### src/hdl/mipsDecodePkg.sv
package mipsDecodePkg;

	// Primary opcodes
	localparam logic [5:0] opSpecial = 6'b000000;
	localparam logic [5:0] opRegimm  = 6'b000001;
	localparam logic [5:0] opJ       = 6'b000010;
	localparam logic [5:0] opJal     = 6'b000011;
	localparam logic [5:0] opBeq     = 6'b000100;
	localparam logic [5:0] opBne     = 6'b000101;
	localparam logic [5:0] opBlez    = 6'b000110;
	localparam logic [5:0] opBgtz    = 6'b000111;
	localparam logic [5:0] opAddi    = 6'b001000;
	localparam logic [5:0] opAddiu   = 6'b001001;
	localparam logic [5:0] opSlti    = 6'b001010;
	localparam logic [5:0] opSltiu   = 6'b001011;
	localparam logic [5:0] opAndi    = 6'b001100;
	localparam logic [5:0] opOri     = 6'b001101;
	localparam logic [5:0] opXori    = 6'b001110;
	localparam logic [5:0] opLui     = 6'b001111;
	localparam logic [5:0] opBeql    = 6'b010100;
	localparam logic [5:0] opBnel    = 6'b010101;
	localparam logic [5:0] opBlezl   = 6'b010110;
	localparam logic [5:0] opBgtzl   = 6'b010111;
	localparam logic [5:0] opLb      = 6'b100000;
	localparam logic [5:0] opLh      = 6'b100001;
	localparam logic [5:0] opLw      = 6'b100011;
	localparam logic [5:0] opLbu     = 6'b100100;
	localparam logic [5:0] opLhu     = 6'b100101;
	localparam logic [5:0] opSb      = 6'b101000;
	localparam logic [5:0] opSh      = 6'b101001;
	localparam logic [5:0] opSw      = 6'b101011;

	// SPECIAL function field
	localparam logic [5:0] fnSll     = 6'b000000;
	localparam logic [5:0] fnSrl     = 6'b000010;
	localparam logic [5:0] fnSra     = 6'b000011;
	localparam logic [5:0] fnSllv    = 6'b000100;
	localparam logic [5:0] fnSrlv    = 6'b000110;
	localparam logic [5:0] fnSrav    = 6'b000111;
	localparam logic [5:0] fnJr      = 6'b001000;
	localparam logic [5:0] fnJalr    = 6'b001001;
	localparam logic [5:0] fnSyscall = 6'b001100;
	localparam logic [5:0] fnBreak   = 6'b001101;
	localparam logic [5:0] fnMfhi    = 6'b010000;
	localparam logic [5:0] fnMthi    = 6'b010001;
	localparam logic [5:0] fnMflo    = 6'b010010;
	localparam logic [5:0] fnMtlo    = 6'b010011;
	localparam logic [5:0] fnMult    = 6'b011000;
	localparam logic [5:0] fnMultu   = 6'b011001;
	localparam logic [5:0] fnDiv     = 6'b011010;
	localparam logic [5:0] fnDivu    = 6'b011011;
	localparam logic [5:0] fnAdd     = 6'b100000;
	localparam logic [5:0] fnAddu    = 6'b100001;
	localparam logic [5:0] fnSub     = 6'b100010;
	localparam logic [5:0] fnSubu    = 6'b100011;
	localparam logic [5:0] fnAnd     = 6'b100100;
	localparam logic [5:0] fnOr      = 6'b100101;
	localparam logic [5:0] fnXor     = 6'b100110;
	localparam logic [5:0] fnNor     = 6'b100111;
	localparam logic [5:0] fnSlt     = 6'b101010;
	localparam logic [5:0] fnSltu    = 6'b101011;

	// REGIMM rt field
	localparam logic [4:0] rtBltz    = 5'b00000;
	localparam logic [4:0] rtBgez    = 5'b00001;
	localparam logic [4:0] rtBltzl   = 5'b00010;
	localparam logic [4:0] rtBgezl   = 5'b00011;
	localparam logic [4:0] rtBltzal  = 5'b10000;
	localparam logic [4:0] rtBgezal  = 5'b10001;
	localparam logic [4:0] rtBltzall = 5'b10010;
	localparam logic [4:0] rtBgezall = 5'b10011;

	localparam logic [4:0] excSys = 5'd8;
	localparam logic [4:0] excBp  = 5'd9;
	localparam logic [4:0] excRi  = 5'd10;

	localparam logic [1:0] signNeg = 2'b10; // rs sign flag encodings
	localparam logic [1:0] signPos = 2'b01;

	typedef struct packed {
		logic [5:0] op;
		logic [4:0] rs;
		logic [4:0] rt;
		logic [4:0] rd;
		logic [4:0] shamt;
		logic [5:0] funct;
	} rFmt_t;

	typedef struct packed {
		logic [5:0]  op;
		logic [4:0]  rs;
		logic [4:0]  rt;
		logic [15:0] imm;
	} iFmt_t;

	typedef union packed {
		rFmt_t r;
		iFmt_t i;
	} instrWord_t;

	typedef struct packed {
		logic       eq;     // rs == rt
		logic [1:0] rsSign; // 10 neg, 01 pos, 00 zero
	} cmpFlags_t;

	typedef struct packed {
		logic       valid;
		logic [4:0] code;
	} excInfo_t;

	typedef enum logic [4:0] {
		aluAdd = 5'd0, aluSub = 5'd1, aluOr = 5'd2, aluAnd = 5'd3, aluNor = 5'd4,
		aluXor = 5'd5, aluSll = 5'd6, aluSrl = 5'd7, aluSra = 5'd8, aluSlt = 5'd9,
		aluSltu = 5'd10, aluAddu = 5'd12, aluSubu = 5'd16, aluNone = 5'd31
	} aluOp_t;

	typedef enum logic [1:0] {mdMultu, mdMult, mdDivu, mdDiv} mulDivOp_t;
	typedef enum logic [1:0] {extZero, extSign, extUpper} extOp_t;
	typedef enum logic [1:0] {destRt, destRd, destLink31} destSel_t;
	typedef enum logic [2:0] {wbAlu, wbUpperImm, wbHiLo, wbPcLink, wbMem} wbSel_t;
	typedef enum logic [2:0] {memByte, memByteU, memHalf, memHalfU, memWord} memSize_t;
	typedef enum logic [1:0] {npcSeq, npcBranch, npcJumpAbs, npcJumpReg} npcOp_t;
	typedef enum logic [1:0] {jkNone, jkAbs, jkReg} jumpKind_t;

	typedef enum logic [2:0] {
		brEq = 3'd0, brNe = 3'd1, brGez = 3'd2, brLtz = 3'd3,
		brLez = 3'd4, brGtz = 3'd5, brNone = 3'd7
	} branchCond_t;

	typedef struct packed {
		logic        known;
		logic        isBreak;
		logic        isSyscall;
		branchCond_t branchCond;
		logic        likely;
		jumpKind_t   jumpKind;
		logic        link;
		logic        regWrite;
		logic        memRead;
		logic        memWrite;
		memSize_t    memSize;
		logic        hiLoWrite;
		logic        hiLoRdHi; // HI side for MFHI and MTHI
		logic        mulDivStart;
	} instrClass_t;

	typedef struct packed {
		aluOp_t    aluOp;
		logic      shamtSrc; // Shift amount from shamt field
		extOp_t    extOp;
		mulDivOp_t mulDivOp;
		destSel_t  destSel;
		wbSel_t    wbSel;
	} aluCtrl_t;

	typedef struct packed {
		logic     regWrite;
		logic     memRead;
		logic     memWrite;
		memSize_t memSize;
		logic     hiLoWrite;
		logic     hiLoRdHi;
		logic     mulDivStart;
		aluCtrl_t alu;
		npcOp_t   npcOp;
		logic     jump;
		logic     likelyFlush;
		excInfo_t exc;
	} decodeCtrl_t;

endpackage
### src/hdl/mipsDecodeTop.sv
module mipsDecodeTop import mipsDecodePkg::*; (
	input  logic        clk,
	input  logic        rst,
	input  instrWord_t  instr,
	input  logic        instrValid,
	input  logic        stall,
	input  cmpFlags_t   cmp,
	input  logic        ifFlush,
	input  excInfo_t    upExc,
	output decodeCtrl_t ctrl,
	output logic        ctrlValid
);

	instrClass_t cls;
	aluCtrl_t    aluCtl;
	npcOp_t      npcOp;
	logic        jump;
	logic        likelyFlush;
	excInfo_t    exc;
	decodeCtrl_t ctrlNext;

	instrClassifier uClassifier (
		.instr (instr),
		.cls   (cls)
	);

	aluControl uAluControl (
		.instr (instr),
		.cls   (cls),
		.alu   (aluCtl)
	);

	branchResolver uBranch (
		.cls         (cls),
		.cmp         (cmp),
		.npcOp       (npcOp),
		.jump        (jump),
		.likelyFlush (likelyFlush)
	);

	exceptionDetect uExc (
		.clk     (clk),
		.rst     (rst),
		.cls     (cls),
		.ifFlush (ifFlush),
		.upExc   (upExc),
		.exc     (exc)
	);

	assign ctrlNext = '{
		regWrite:    cls.regWrite,
		memRead:     cls.memRead,
		memWrite:    cls.memWrite,
		memSize:     cls.memSize,
		hiLoWrite:   cls.hiLoWrite,
		hiLoRdHi:    cls.hiLoRdHi,
		mulDivStart: cls.mulDivStart,
		alu:         aluCtl,
		npcOp:       npcOp,
		jump:        jump,
		likelyFlush: likelyFlush,
		exc:         exc
	};

	decodeStageReg uStage (
		.clk        (clk),
		.rst        (rst),
		.instrValid (instrValid),
		.stall      (stall),
		.ctrlIn     (ctrlNext),
		.ctrl       (ctrl),
		.ctrlValid  (ctrlValid)
	);

endmodule

### src/hdl/decodeStageReg.sv
module decodeStageReg import mipsDecodePkg::*; (
	input  logic        clk,
	input  logic        rst,
	input  logic        instrValid,
	input  logic        stall,
	input  decodeCtrl_t ctrlIn,
	output decodeCtrl_t ctrl,
	output logic        ctrlValid
);

	always_ff @(posedge clk) begin
		if (!rst) begin
			ctrl <= '0; // seq fetch, no writes, no exception
			ctrlValid <= 1'b0;
		end else if (!stall) begin
			ctrl <= ctrlIn;
			ctrlValid <= instrValid;
		end
	end

endmodule

### src/hdl/exceptionDetect.sv
module exceptionDetect import mipsDecodePkg::*; (
	input  logic        clk,
	input  logic        rst,
	input  instrClass_t cls,
	input  logic        ifFlush,
	input  excInfo_t    upExc,
	output excInfo_t    exc
);

	logic settle; // High until first cycle out of reset

	always_ff @(posedge clk) begin
		if (!rst)
			settle <= 1'b1;
		else
			settle <= 1'b0;
	end

	always_comb begin
		if (upExc.valid)
			exc = upExc; // Fetch-side fault wins
		else if (!cls.known && !ifFlush && !settle)
			exc = '{valid: 1'b1, code: excRi};
		else if (cls.isBreak)
			exc = '{valid: 1'b1, code: excBp};
		else if (cls.isSyscall)
			exc = '{valid: 1'b1, code: excSys};
		else
			exc = '0;
	end

endmodule

### src/hdl/branchResolver.sv
module branchResolver import mipsDecodePkg::*; (
	input  instrClass_t cls,
	input  cmpFlags_t   cmp,
	output npcOp_t      npcOp,
	output logic        jump,
	output logic        likelyFlush
);

	logic taken;
	logic rsNeg;
	logic rsPos;

	assign rsNeg = (cmp.rsSign == signNeg);
	assign rsPos = (cmp.rsSign == signPos);

	always_comb begin
		case (cls.branchCond)
			brEq:    taken = cmp.eq;
			brNe:    taken = !cmp.eq;
			brGez:   taken = !rsNeg;
			brLtz:   taken = rsNeg;
			brLez:   taken = !rsPos; // Zero or negative
			brGtz:   taken = rsPos;
			default: taken = 1'b0;
		endcase
	end

	always_comb begin
		if (taken)
			npcOp = npcBranch;
		else if (cls.jumpKind == jkAbs)
			npcOp = npcJumpAbs;
		else if (cls.jumpKind == jkReg)
			npcOp = npcJumpReg;
		else
			npcOp = npcSeq;
	end

	assign jump = (npcOp != npcSeq);

	// Delay slot is squashed only when a likely branch falls through
	assign likelyFlush = cls.likely && !taken;

endmodule

### src/hdl/aluControl.sv
module aluControl import mipsDecodePkg::*; (
	input  instrWord_t  instr,
	input  instrClass_t cls,
	output aluCtrl_t    alu
);

	always_comb begin
		alu.aluOp = aluNone;
		alu.shamtSrc = 1'b0;
		alu.extOp = extZero;
		alu.mulDivOp = mdMultu;
		alu.destSel = destRt;
		alu.wbSel = wbAlu;
		case (instr.i.op)
			opSpecial: begin
				alu.destSel = destRd;
				case (instr.r.funct)
					fnAdd:   alu.aluOp = aluAdd;
					fnAddu:  alu.aluOp = aluAddu;
					fnSub:   alu.aluOp = aluSub;
					fnSubu:  alu.aluOp = aluSubu;
					fnAnd:   alu.aluOp = aluAnd;
					fnOr:    alu.aluOp = aluOr;
					fnXor:   alu.aluOp = aluXor;
					fnNor:   alu.aluOp = aluNor;
					fnSlt:   alu.aluOp = aluSlt;
					fnSltu:  alu.aluOp = aluSltu;
					fnSllv:  alu.aluOp = aluSll;
					fnSrlv:  alu.aluOp = aluSrl;
					fnSrav:  alu.aluOp = aluSra;
					fnSll, fnSrl, fnSra: begin
						alu.shamtSrc = 1'b1;
						alu.aluOp = (instr.r.funct == fnSll) ? aluSll :
							(instr.r.funct == fnSrl) ? aluSrl : aluSra;
					end
					fnMult:  alu.mulDivOp = mdMult;
					fnDivu:  alu.mulDivOp = mdDivu;
					fnDiv:   alu.mulDivOp = mdDiv;
					default: ;
				endcase
			end
			opAddi:  {alu.aluOp, alu.extOp} = {aluAdd, extSign};
			opAddiu: {alu.aluOp, alu.extOp} = {aluAddu, extSign};
			opSlti:  {alu.aluOp, alu.extOp} = {aluSlt, extSign};
			opSltiu: {alu.aluOp, alu.extOp} = {aluSltu, extSign};
			opAndi:  alu.aluOp = aluAnd;
			opOri:   alu.aluOp = aluOr;
			opXori:  alu.aluOp = aluXor;
			opLui:   alu.extOp = extUpper;
			default: ;
		endcase

		if (cls.memRead || cls.memWrite) begin // Address = rs + simm
			alu.aluOp = aluAdd;
			alu.extOp = extSign;
		end

		if (cls.link) begin
			alu.wbSel = wbPcLink;
			if (instr.i.op != opSpecial) // JALR keeps rd
				alu.destSel = destLink31;
		end else if (cls.memRead) begin
			alu.wbSel = wbMem;
		end else if (instr.i.op == opSpecial &&
				(instr.r.funct == fnMfhi || instr.r.funct == fnMflo)) begin
			alu.wbSel = wbHiLo;
		end else if (instr.i.op == opLui) begin
			alu.wbSel = wbUpperImm;
		end
	end

endmodule

### src/hdl/instrClassifier.sv
module instrClassifier import mipsDecodePkg::*; (
	input  instrWord_t  instr,
	output instrClass_t cls
);

	always_comb begin
		cls = '0;
		cls.branchCond = brNone;
		cls.jumpKind = jkNone;
		case (instr.i.op)
			opSpecial: begin
				case (instr.r.funct)
					fnAdd, fnAddu, fnSub, fnSubu, fnAnd, fnOr, fnXor, fnNor,
					fnSlt, fnSltu, fnSll, fnSrl, fnSra, fnSllv, fnSrlv, fnSrav: begin
						cls.known = 1'b1;
						cls.regWrite = 1'b1;
					end
					fnJr: begin
						cls.known = 1'b1;
						cls.jumpKind = jkReg;
					end
					fnJalr: begin
						cls.known = 1'b1;
						cls.jumpKind = jkReg;
						cls.link = 1'b1;
						cls.regWrite = 1'b1;
					end
					fnMfhi, fnMflo: begin
						cls.known = 1'b1;
						cls.regWrite = 1'b1;
						cls.hiLoRdHi = (instr.r.funct == fnMfhi);
					end
					fnMthi, fnMtlo: begin
						cls.known = 1'b1;
						cls.hiLoWrite = 1'b1;
						cls.hiLoRdHi = (instr.r.funct == fnMthi);
					end
					fnMult, fnMultu, fnDiv, fnDivu: begin
						cls.known = 1'b1;
						cls.hiLoWrite = 1'b1;
						cls.mulDivStart = 1'b1;
					end
					fnBreak: begin
						cls.known = 1'b1;
						cls.isBreak = 1'b1;
					end
					fnSyscall: begin
						cls.known = 1'b1;
						cls.isSyscall = 1'b1;
					end
					default: ;
				endcase
			end
			opRegimm: begin
				if (instr.i.rt inside {rtBltz, rtBgez, rtBltzl, rtBgezl,
						rtBltzal, rtBgezal, rtBltzall, rtBgezall}) begin
					cls.known = 1'b1;
					cls.branchCond = instr.i.rt[0] ? brGez : brLtz;
					cls.likely = instr.i.rt[1];   // rt bit 1 marks likely
					cls.link = instr.i.rt[4];     // AL forms write r31
					cls.regWrite = instr.i.rt[4];
				end
			end
			opBeq, opBeql, opBne, opBnel: begin
				cls.known = 1'b1;
				cls.branchCond = instr.i.op[0] ? brNe : brEq;
				cls.likely = instr.i.op[4];
			end
			opBlez, opBgtz: begin
				cls.known = 1'b1;
				cls.branchCond = instr.i.op[0] ? brGtz : brLez;
			end
			opBlezl, opBgtzl: begin
				if (instr.i.rt == 5'd0) begin // Nonzero rt is reserved
					cls.known = 1'b1;
					cls.branchCond = instr.i.op[0] ? brGtz : brLez;
					cls.likely = 1'b1;
				end
			end
			opJ: begin
				cls.known = 1'b1;
				cls.jumpKind = jkAbs;
			end
			opJal: begin
				cls.known = 1'b1;
				cls.jumpKind = jkAbs;
				cls.link = 1'b1;
				cls.regWrite = 1'b1;
			end
			opAddi, opAddiu, opSlti, opSltiu, opAndi, opOri, opXori, opLui: begin
				cls.known = 1'b1;
				cls.regWrite = 1'b1;
			end
			opLb, opLbu, opLh, opLhu, opLw: begin
				cls.known = 1'b1;
				cls.regWrite = 1'b1;
				cls.memRead = 1'b1;
				case (instr.i.op)
					opLb:    cls.memSize = memByte;
					opLbu:   cls.memSize = memByteU;
					opLh:    cls.memSize = memHalf;
					opLhu:   cls.memSize = memHalfU;
					default: cls.memSize = memWord;
				endcase
			end
			opSb, opSh, opSw: begin
				cls.known = 1'b1;
				cls.memWrite = 1'b1;
				case (instr.i.op)
					opSb:    cls.memSize = memByte;
					opSh:    cls.memSize = memHalf;
					default: cls.memSize = memWord;
				endcase
			end
			default: ;
		endcase
	end

endmodule

### config.mk
export PLATFORM = sky130hd
export DESIGN_NAME = mipsDecodeTop
export DESIGN_NICKNAME = d
export VERILOG_FILES = /design/src/hdl/mipsDecodePkg.sv /design/src/hdl/mipsDecodeTop.sv /design/src/hdl/decodeStageReg.sv /design/src/hdl/exceptionDetect.sv /design/src/hdl/branchResolver.sv /design/src/hdl/aluControl.sv /design/src/hdl/instrClassifier.sv
export SDC_FILE = /design/constraint.sdc
export NUM_CORES = 1
export LEC_CHECK = 0
export ABC_CLOCK_PERIOD_IN_PS = 2290
export BUFFER_PORTS_ARGS = -buffer_cell sky130_fd_sc_hd__buf_2
export CAP_MARGIN = 10
export CORE_MARGIN = 2
export CORE_UTILIZATION = 49
export CTS_CLUSTER_DIAMETER = 80
export DETAILED_ROUTE_END_ITERATION = 10
export PLACE_DENSITY_LB_ADDON = 0.3
export SYNTH_ARGS = -nofsm -noshare
export SYNTH_HDL_FRONTEND = slang
export SYNTH_SLANG_ARGS = --single-unit
### constraint.sdc
create_clock -name clk -period 2.29 [get_ports clk]
set_input_delay 0.3435 -clock clk [delete_from_list [all_inputs] [get_ports clk]]
set_output_delay 0.3435 -clock clk [all_outputs]
set_load 0.02 [all_outputs]
==> results of run 1 <==
metal layers:
| metal | up-vias | routed length [µm] | track usage |
|---|---|---|---|
| li1 | 1175 | - | - |
| met1 | 1081 | 2590 | 0.329 |
| met2 | 108 | 2710 | 0.379 |
| met3 | 14 | 411 | 0.0436 |
| met4 | 0 | 119 | 0.0940 |
| met5 | - | 0 | 0 |
power breakdown:
part / total (mW) / switching [mW] / internal (mW) / leakage (nW)
logic: 0.272 / 0.174 / 0.0980 / 0.794
clock network: 0.435 / 0.229 / 0.207 / 0.0410
registers: 0.659 / 0.0101 / 0.649 / 0.294
registers in the layout (all words and copies together), names as in the netlist:
signal / flops
uExc.settle: 1
uStage.ctrlValid: 1
uStage.ctrl: 34
synth_stat cells, drive strengths merged (2+ instances only):
cell type and instances:
dfxtp 36, nor2 31, a21oi 30, nand2 29, o21ai 24, clkbuf 18, nand2b 9, inv 8
nor4 7, buf 6, o211ai 6, or4 6, and3 5, nand3 5, nor2b 5, a211oi 4
nand4 4, nor3 4, a2111oi 3, a22oi 3, a32oi 3, a41oi 3, o21bai 3, a21o 2
mux2i 2, nor3b 2, o21a 2, o32ai 2, or2 2, or3b 2
cell type report:
| type | instances | area (µm²) | share of cell area |
|---|---|---|---|
| multi-input combinational | 216 | 1250 | 0.485 |
| timing repair buffer | 80 | 438 | 0.169 |
| sequential | 36 | 721 | 0.279 |
| clock buffer | 6 | 72.6 | 0.0281 |
| clock inverter | 1 | 5.00 | 0.00194 |
| tap | 50 | 62.6 | 0.0242 |
| inverter | 9 | 33.8 | 0.0131 |
cell families after synthesis:
family | after synthesis | share of synthesized area
buf+inv | 33 | 0.0646
simple gates | 115 | 0.282
flops | 36 | 0.341
mux | 2 | 0.00948
fa+ha+maj | 1 | 0.00593
compound gates | 98 | 0.296
per-stage QoR:
| step | hold WS (ns) | setup WS, ns | power [mW] |
|---|---|---|---|
| 3_3_place_gp | 0.446 | 0.212 | 0.938 |
| 4_1_cts | 0.283 | 0.504 | 1.37 |
| 2_1_floorplan | 0.487 | 0.375 | 0.846 |
| 5_1_grt | 0.316 | 0.404 | 1.43 |
| 3_5_place_dp | 0.452 | 0.211 | 0.941 |
| 6_report | 0.285 | 0.508 | 1.37 |
worst min-delay path: cells and delay by family:
| family | cells | cell delay [ns] |
|---|---|---|
| buffers and inverters | 1 | 0.07 |
| multiplexers | 1 | 0.05 |
| AND/OR/NAND/NOR | 1 | 0.07 |
path summary, 6_finish.rpt:
| kind | from | to | slack (ns) | cells past startpoint |
|---|---|---|---|---|
| hold reg to reg | uStage.ctrl[26] | uStage.ctrl[26] | 0.46 | 2 |
| hold / removal | instrValid | uStage.ctrlValid | 0.28 | 3 |
| setup / recovery | instr[17] | uStage.ctrl[9] | 0.51 | 6 |
| setup reg to reg | uExc.settle | uStage.ctrl[5] | 0.74 | 3 |
==> flow_summary.json, run 1 <==
{
  "status": "completed",
  "synthDistinctLibCells": 54,
  "grt_usage": 0.241,
  "ys.flop_type": "dfxtp_1",
  "async_flop_share": 0,
  "critPathRequiredTime_ns": 2.48,
  "cp_top_family": "compound AO/OA/AOI/OAI gates",
  "drcViolationCount": 0,
  "viasPerCell": 5.97,
  "grt_max_degree": 23,
  "synth_top_area_frac": 0.341,
  "cts_sinks": 36,
  "core_um2": 4090,
  "vias": 2378,
  "place_inst": 391,
  "row_count": 23,
  "drtIter0Drc": 214,
  "worst_pin_slew_ns": 0.594,
  "dieArea_um2": 4850,
  "max-cap-violations": 0,
  "tns_ns": 0,
  "ys_ff_latch": 36,
  "synth_nets": 332,
  "final_cell_mix": "65 x buf_2, 36 x dfxtp_1, 31 x nor2_1",
  "worstSetupEndpointType": "register",
  "synth_area_per_cell_um2": 7.41,
  "path_clk_slew_ns": 0.07,
  "cp_slowest_stage_delay_ns": 0.53,
  "die_h_um": 69.6,
  "htreeDepth": 2,
  "relSlewSlack": 0.594,
  "slew_violations": 0,
  "grt_pass1_vias": 2080,
  "nets": 395,
  "p_leak_nw": 1.13,
  "clock_latency_ns": 0.30,
  "cts_tree": "yes",
  "finClkSkew_ns": 0.00886,
  "final_common_cell": "buf_2",
  "dpl_cell_area_um2": 2510,
  "instances_no_fill": 398,
  "syn_area_um2": 2110,
  "yosysWarningCount": 0,
  "grt_pass1_wl_mm": 9.56,
  "slowest_stage": "or4_1",
  "syn_to_final_growth_pct": 22.5,
  "rsz0062_at_grt": "no",
  "initial_core_util": 0.517,
  "layout-drive-gt1-share": 0.267,
  "cts.repair.resized": 0,
  "first_pass_iters": 6,
  "setup_viol": 0,
  "gp_congestion": 0.884,
  "synth_area_leaders": "dfxtp_1 34%, a21oi_1 7.1%, o21ai_0 5.7%, nor2_1 5.5%, nand2_1 5.0%",
  "final_antenna_net_count": 0,
  "avgRoutedWirePerCell_um": 14.6,
  "cts_root_buffer": "clkbuf_8",
  "pin_count": 81,
  "synth_edf_count": 0,
  "drt_wl_total_mm": 5.83,
  "clock_path_buffers": 2,
  "path_buf_inv": 1,
  "fin_crit_sh": 0.778,
  "final_core_util": 0.633,
  "cts_inserted_buffers": 5,
  "cp.arrival_ns": 1.97,
  "fillers": 401,
  "antenna_found_initial": 0,
  "synth_top_cell_by_area": "dfxtp_1",
  "peakVddDrop_mv": 0.366,
  "powerDensity_nw_per_um2": 528,
  "crit_type": "input pin to register",
  "yosysSeqAreaShare": 0.341,
  "dp_hpwl_mm": 4.27,
  "synth_cells": 285,
  "crit_path_max_fanout": 4,
  "num_antenna_cells": 0,
  "holdBufCountCts": 0,
  "clock.fmax_ghz": 0.561,
  "timing.final.crit_period_ns": 1.78,
  "gr-total-overflow": 0,
  "portBuffers": 65,
  "final_hold_viol_count": 0,
  "dieWidth_um": 69.6,
  "post_cts_buffers": 0,
  "design_area_um2": 2590,
  "hold_path.class": "input pin to register",
  "worstSetupStartpointType": "input pin",
  "crit_chain": "buf_2 -> or4_1 -> o21ai_0 -> and3_1 -> o211ai_1 -> a41o_1"
}
Power figures use the tool's default switching activity.
==> run 2: changes to the inputs <==
--- a/config.mk
+++ b/config.mk
@@ -5,7 +5,7 @@
 export SDC_FILE = /design/constraint.sdc
 export NUM_CORES = 1
 export LEC_CHECK = 0
-export ABC_CLOCK_PERIOD_IN_PS = 2290
+export ABC_CLOCK_PERIOD_IN_PS = 1800
 export BUFFER_PORTS_ARGS = -buffer_cell sky130_fd_sc_hd__buf_2
 export CAP_MARGIN = 10
 export CORE_MARGIN = 2
==> constraint.sdc (replaced) <==
create_clock -name clk -period 1.8 [get_ports clk]
set_input_delay 0.27 -clock clk [delete_from_list [all_inputs] [get_ports clk]]
set_output_delay 0.27 -clock clk [all_outputs]
set_load 0.02 [all_outputs]
==> flow_summary.json, run 2 (synthesis results as in run 1) <==
{
  "path_clk_slew_ns": 0.08,
  "grt_usage": 0.263,
  "slew_violations": 0,
  "worstReg2RegEnd": "uStage.ctrl[5]",
  "gp_congestion": 0.978,
  "num_antenna_cells": 0,
  "avgRoutedWirePerCell_um": 14.9,
  "cp.arrival_ns": 1.83,
  "die_h_um": 69.6,
  "hp-start": "upExc[4]",
  "worst_pin_slew_ns": 0.565,
  "crit_path_max_fanout": 5,
  "finalPower_mw": 1.93,
  "hold_path.class": "input pin to register",
  "clock.fmax_ghz": 0.604,
  "peakVddDrop_mv": 0.548,
  "final_antenna_net_count": 0,
  "fin_crit_sh": 0.919,
  "syn_to_final_growth_pct": 32.2,
  "tns_ns": 0,
  "final_cell_mix": "65 x buf_2, 36 x dfxtp_1, 35 x buf_4",
  "whs_path_depth": 3,
  "status": "completed",
  "antenna_found_initial": 0,
  "dieArea_um2": 4850,
  "clock_latency_ns": 0.28,
  "worstSetupStartpointType": "input pin",
  "setup_viol": 0,
  "reg_top3": "uStage.ctrl (34), uExc.settle (1), uStage.ctrlValid (1)",
  "p_leak_nw": 1.25,
  "final_hold_viol_count": 0,
  "critPathRequiredTime_ns": 1.98,
  "drtIter0Drc": 293,
  "worstSetupEndpointType": "register",
  "drcViolationCount": 0,
  "first_pass_iters": 5,
  "startpoint": "instr[28]",
  "initial_core_util": 0.517,
  "fin_hold_ws_ns": 0.211,
  "whs_endpoint": "uStage.ctrl[4]",
  "largest_reg_flops": 34,
  "powerDensity_nw_per_um2": 693,
  "core_um2": 4090,
  "clock_path_buffers": 2,
  "finClkSkew_ns": 0.00256,
  "nets": 416,
  "dp_hpwl_mm": 4.62,
  "max-cap-violations": 0,
  "reg2reg_slack_ns": 0.44,
  "viasPerCell": 5.89,
  "regMostFlops": "uStage.ctrl",
  "grt_pass1_wl_mm": 10.5,
  "drt_wl_total_mm": 6.24,
  "vias": 2473,
  "r2r_start": "uExc.settle",
  "htreeDepth": 2,
  "row_count": 23,
  "grt_max_degree": 23,
  "cts_sinks": 36,
  "cts_root_buffer": "clkbuf_8",
  "layout-drive-gt1-share": 0.314,
  "grt_pass1_vias": 2319,
  "rsz0062_at_grt": "no",
  "crit_type": "input pin to register",
  "portBuffers": 65,
  "cts_inserted_buffers": 5,
  "timing.final.crit_period_ns": 1.65,
  "pin_count": 81,
  "final_common_cell": "buf_2",
  "dieWidth_um": 69.6,
  "cts_tree": "yes",
  "rr_worst_depth": 3,
  "relSlewSlack": 0.614,
  "post_cts_buffers": 0,
  "gr-total-overflow": 0,
  "final_core_util": 0.683
}
[run 2: area by class of cell]
cell class | instances | area, µm²
Clock buffer | 6 | 72.6
Clock inverter | 2 | 35.0
Fill cell | 358 | 1290
Inverter | 9 | 33.8
Multi-Input combinational cell | 216 | 1260
Sequential cell | 36 | 721
Tap cell | 50 | 62.6
Timing Repair Buffer | 101 | 608
[run 2: per-layer routing]
metal	up-vias	wire length [µm]	global-route usage
li1	1215	-	-
met1	1159	2750	0.335
met2	88	3100	0.465
met3	11	326	0.0392
met4	0	63	0.0684
met5	-	0	0
[run 2: power breakdown]
group / internal, mW / switching [mW]
clock network: 0.411 / 0.294
registers: 0.825 / 0.0145
logic: 0.155 / 0.233
total: 1.39 / 0.542
[run 2: worst max path at each step]
stage	end	slack [ns]
6_report	uStage.ctrl[9]	0.15
5_1_grt	uStage.ctrl[7]	0.05
4_1_cts	uStage.ctrl[26]	0.14
3_5_place_dp	uStage.ctrl[26]	-0.15
3_3_place_gp	uStage.ctrl[26]	-0.12
2_1_floorplan	uStage.ctrl[26]	-0.02
[run 2: stage by stage]
step | std cells | instance area [µm²] | worst slack (ns)
after detailed placement | 412 | 2680 | -0.151
after global routing | 420 | 2790 | 0.0470
after CTS | 420 | 2790 | 0.139
after floorplan | 285 | 2110 | -0.0246
final | 420 | 2790 | 0.145
after global placement | 412 | 2680 | -0.123
[run 2: worst max-delay path, stage by stage]
cell	delay, ns
buf_2	0.13
or4_1	0.62
a211o_1	0.26
o211ai_1	0.10
o211ai_1	0.19
a41o_1	0.26
[run 2: what timing repair did]
action / in CTS / in global routing
setup endpoints to repair: 0 / 1
hold buffers: 0 / 0
gates resized for setup: 0 / 1
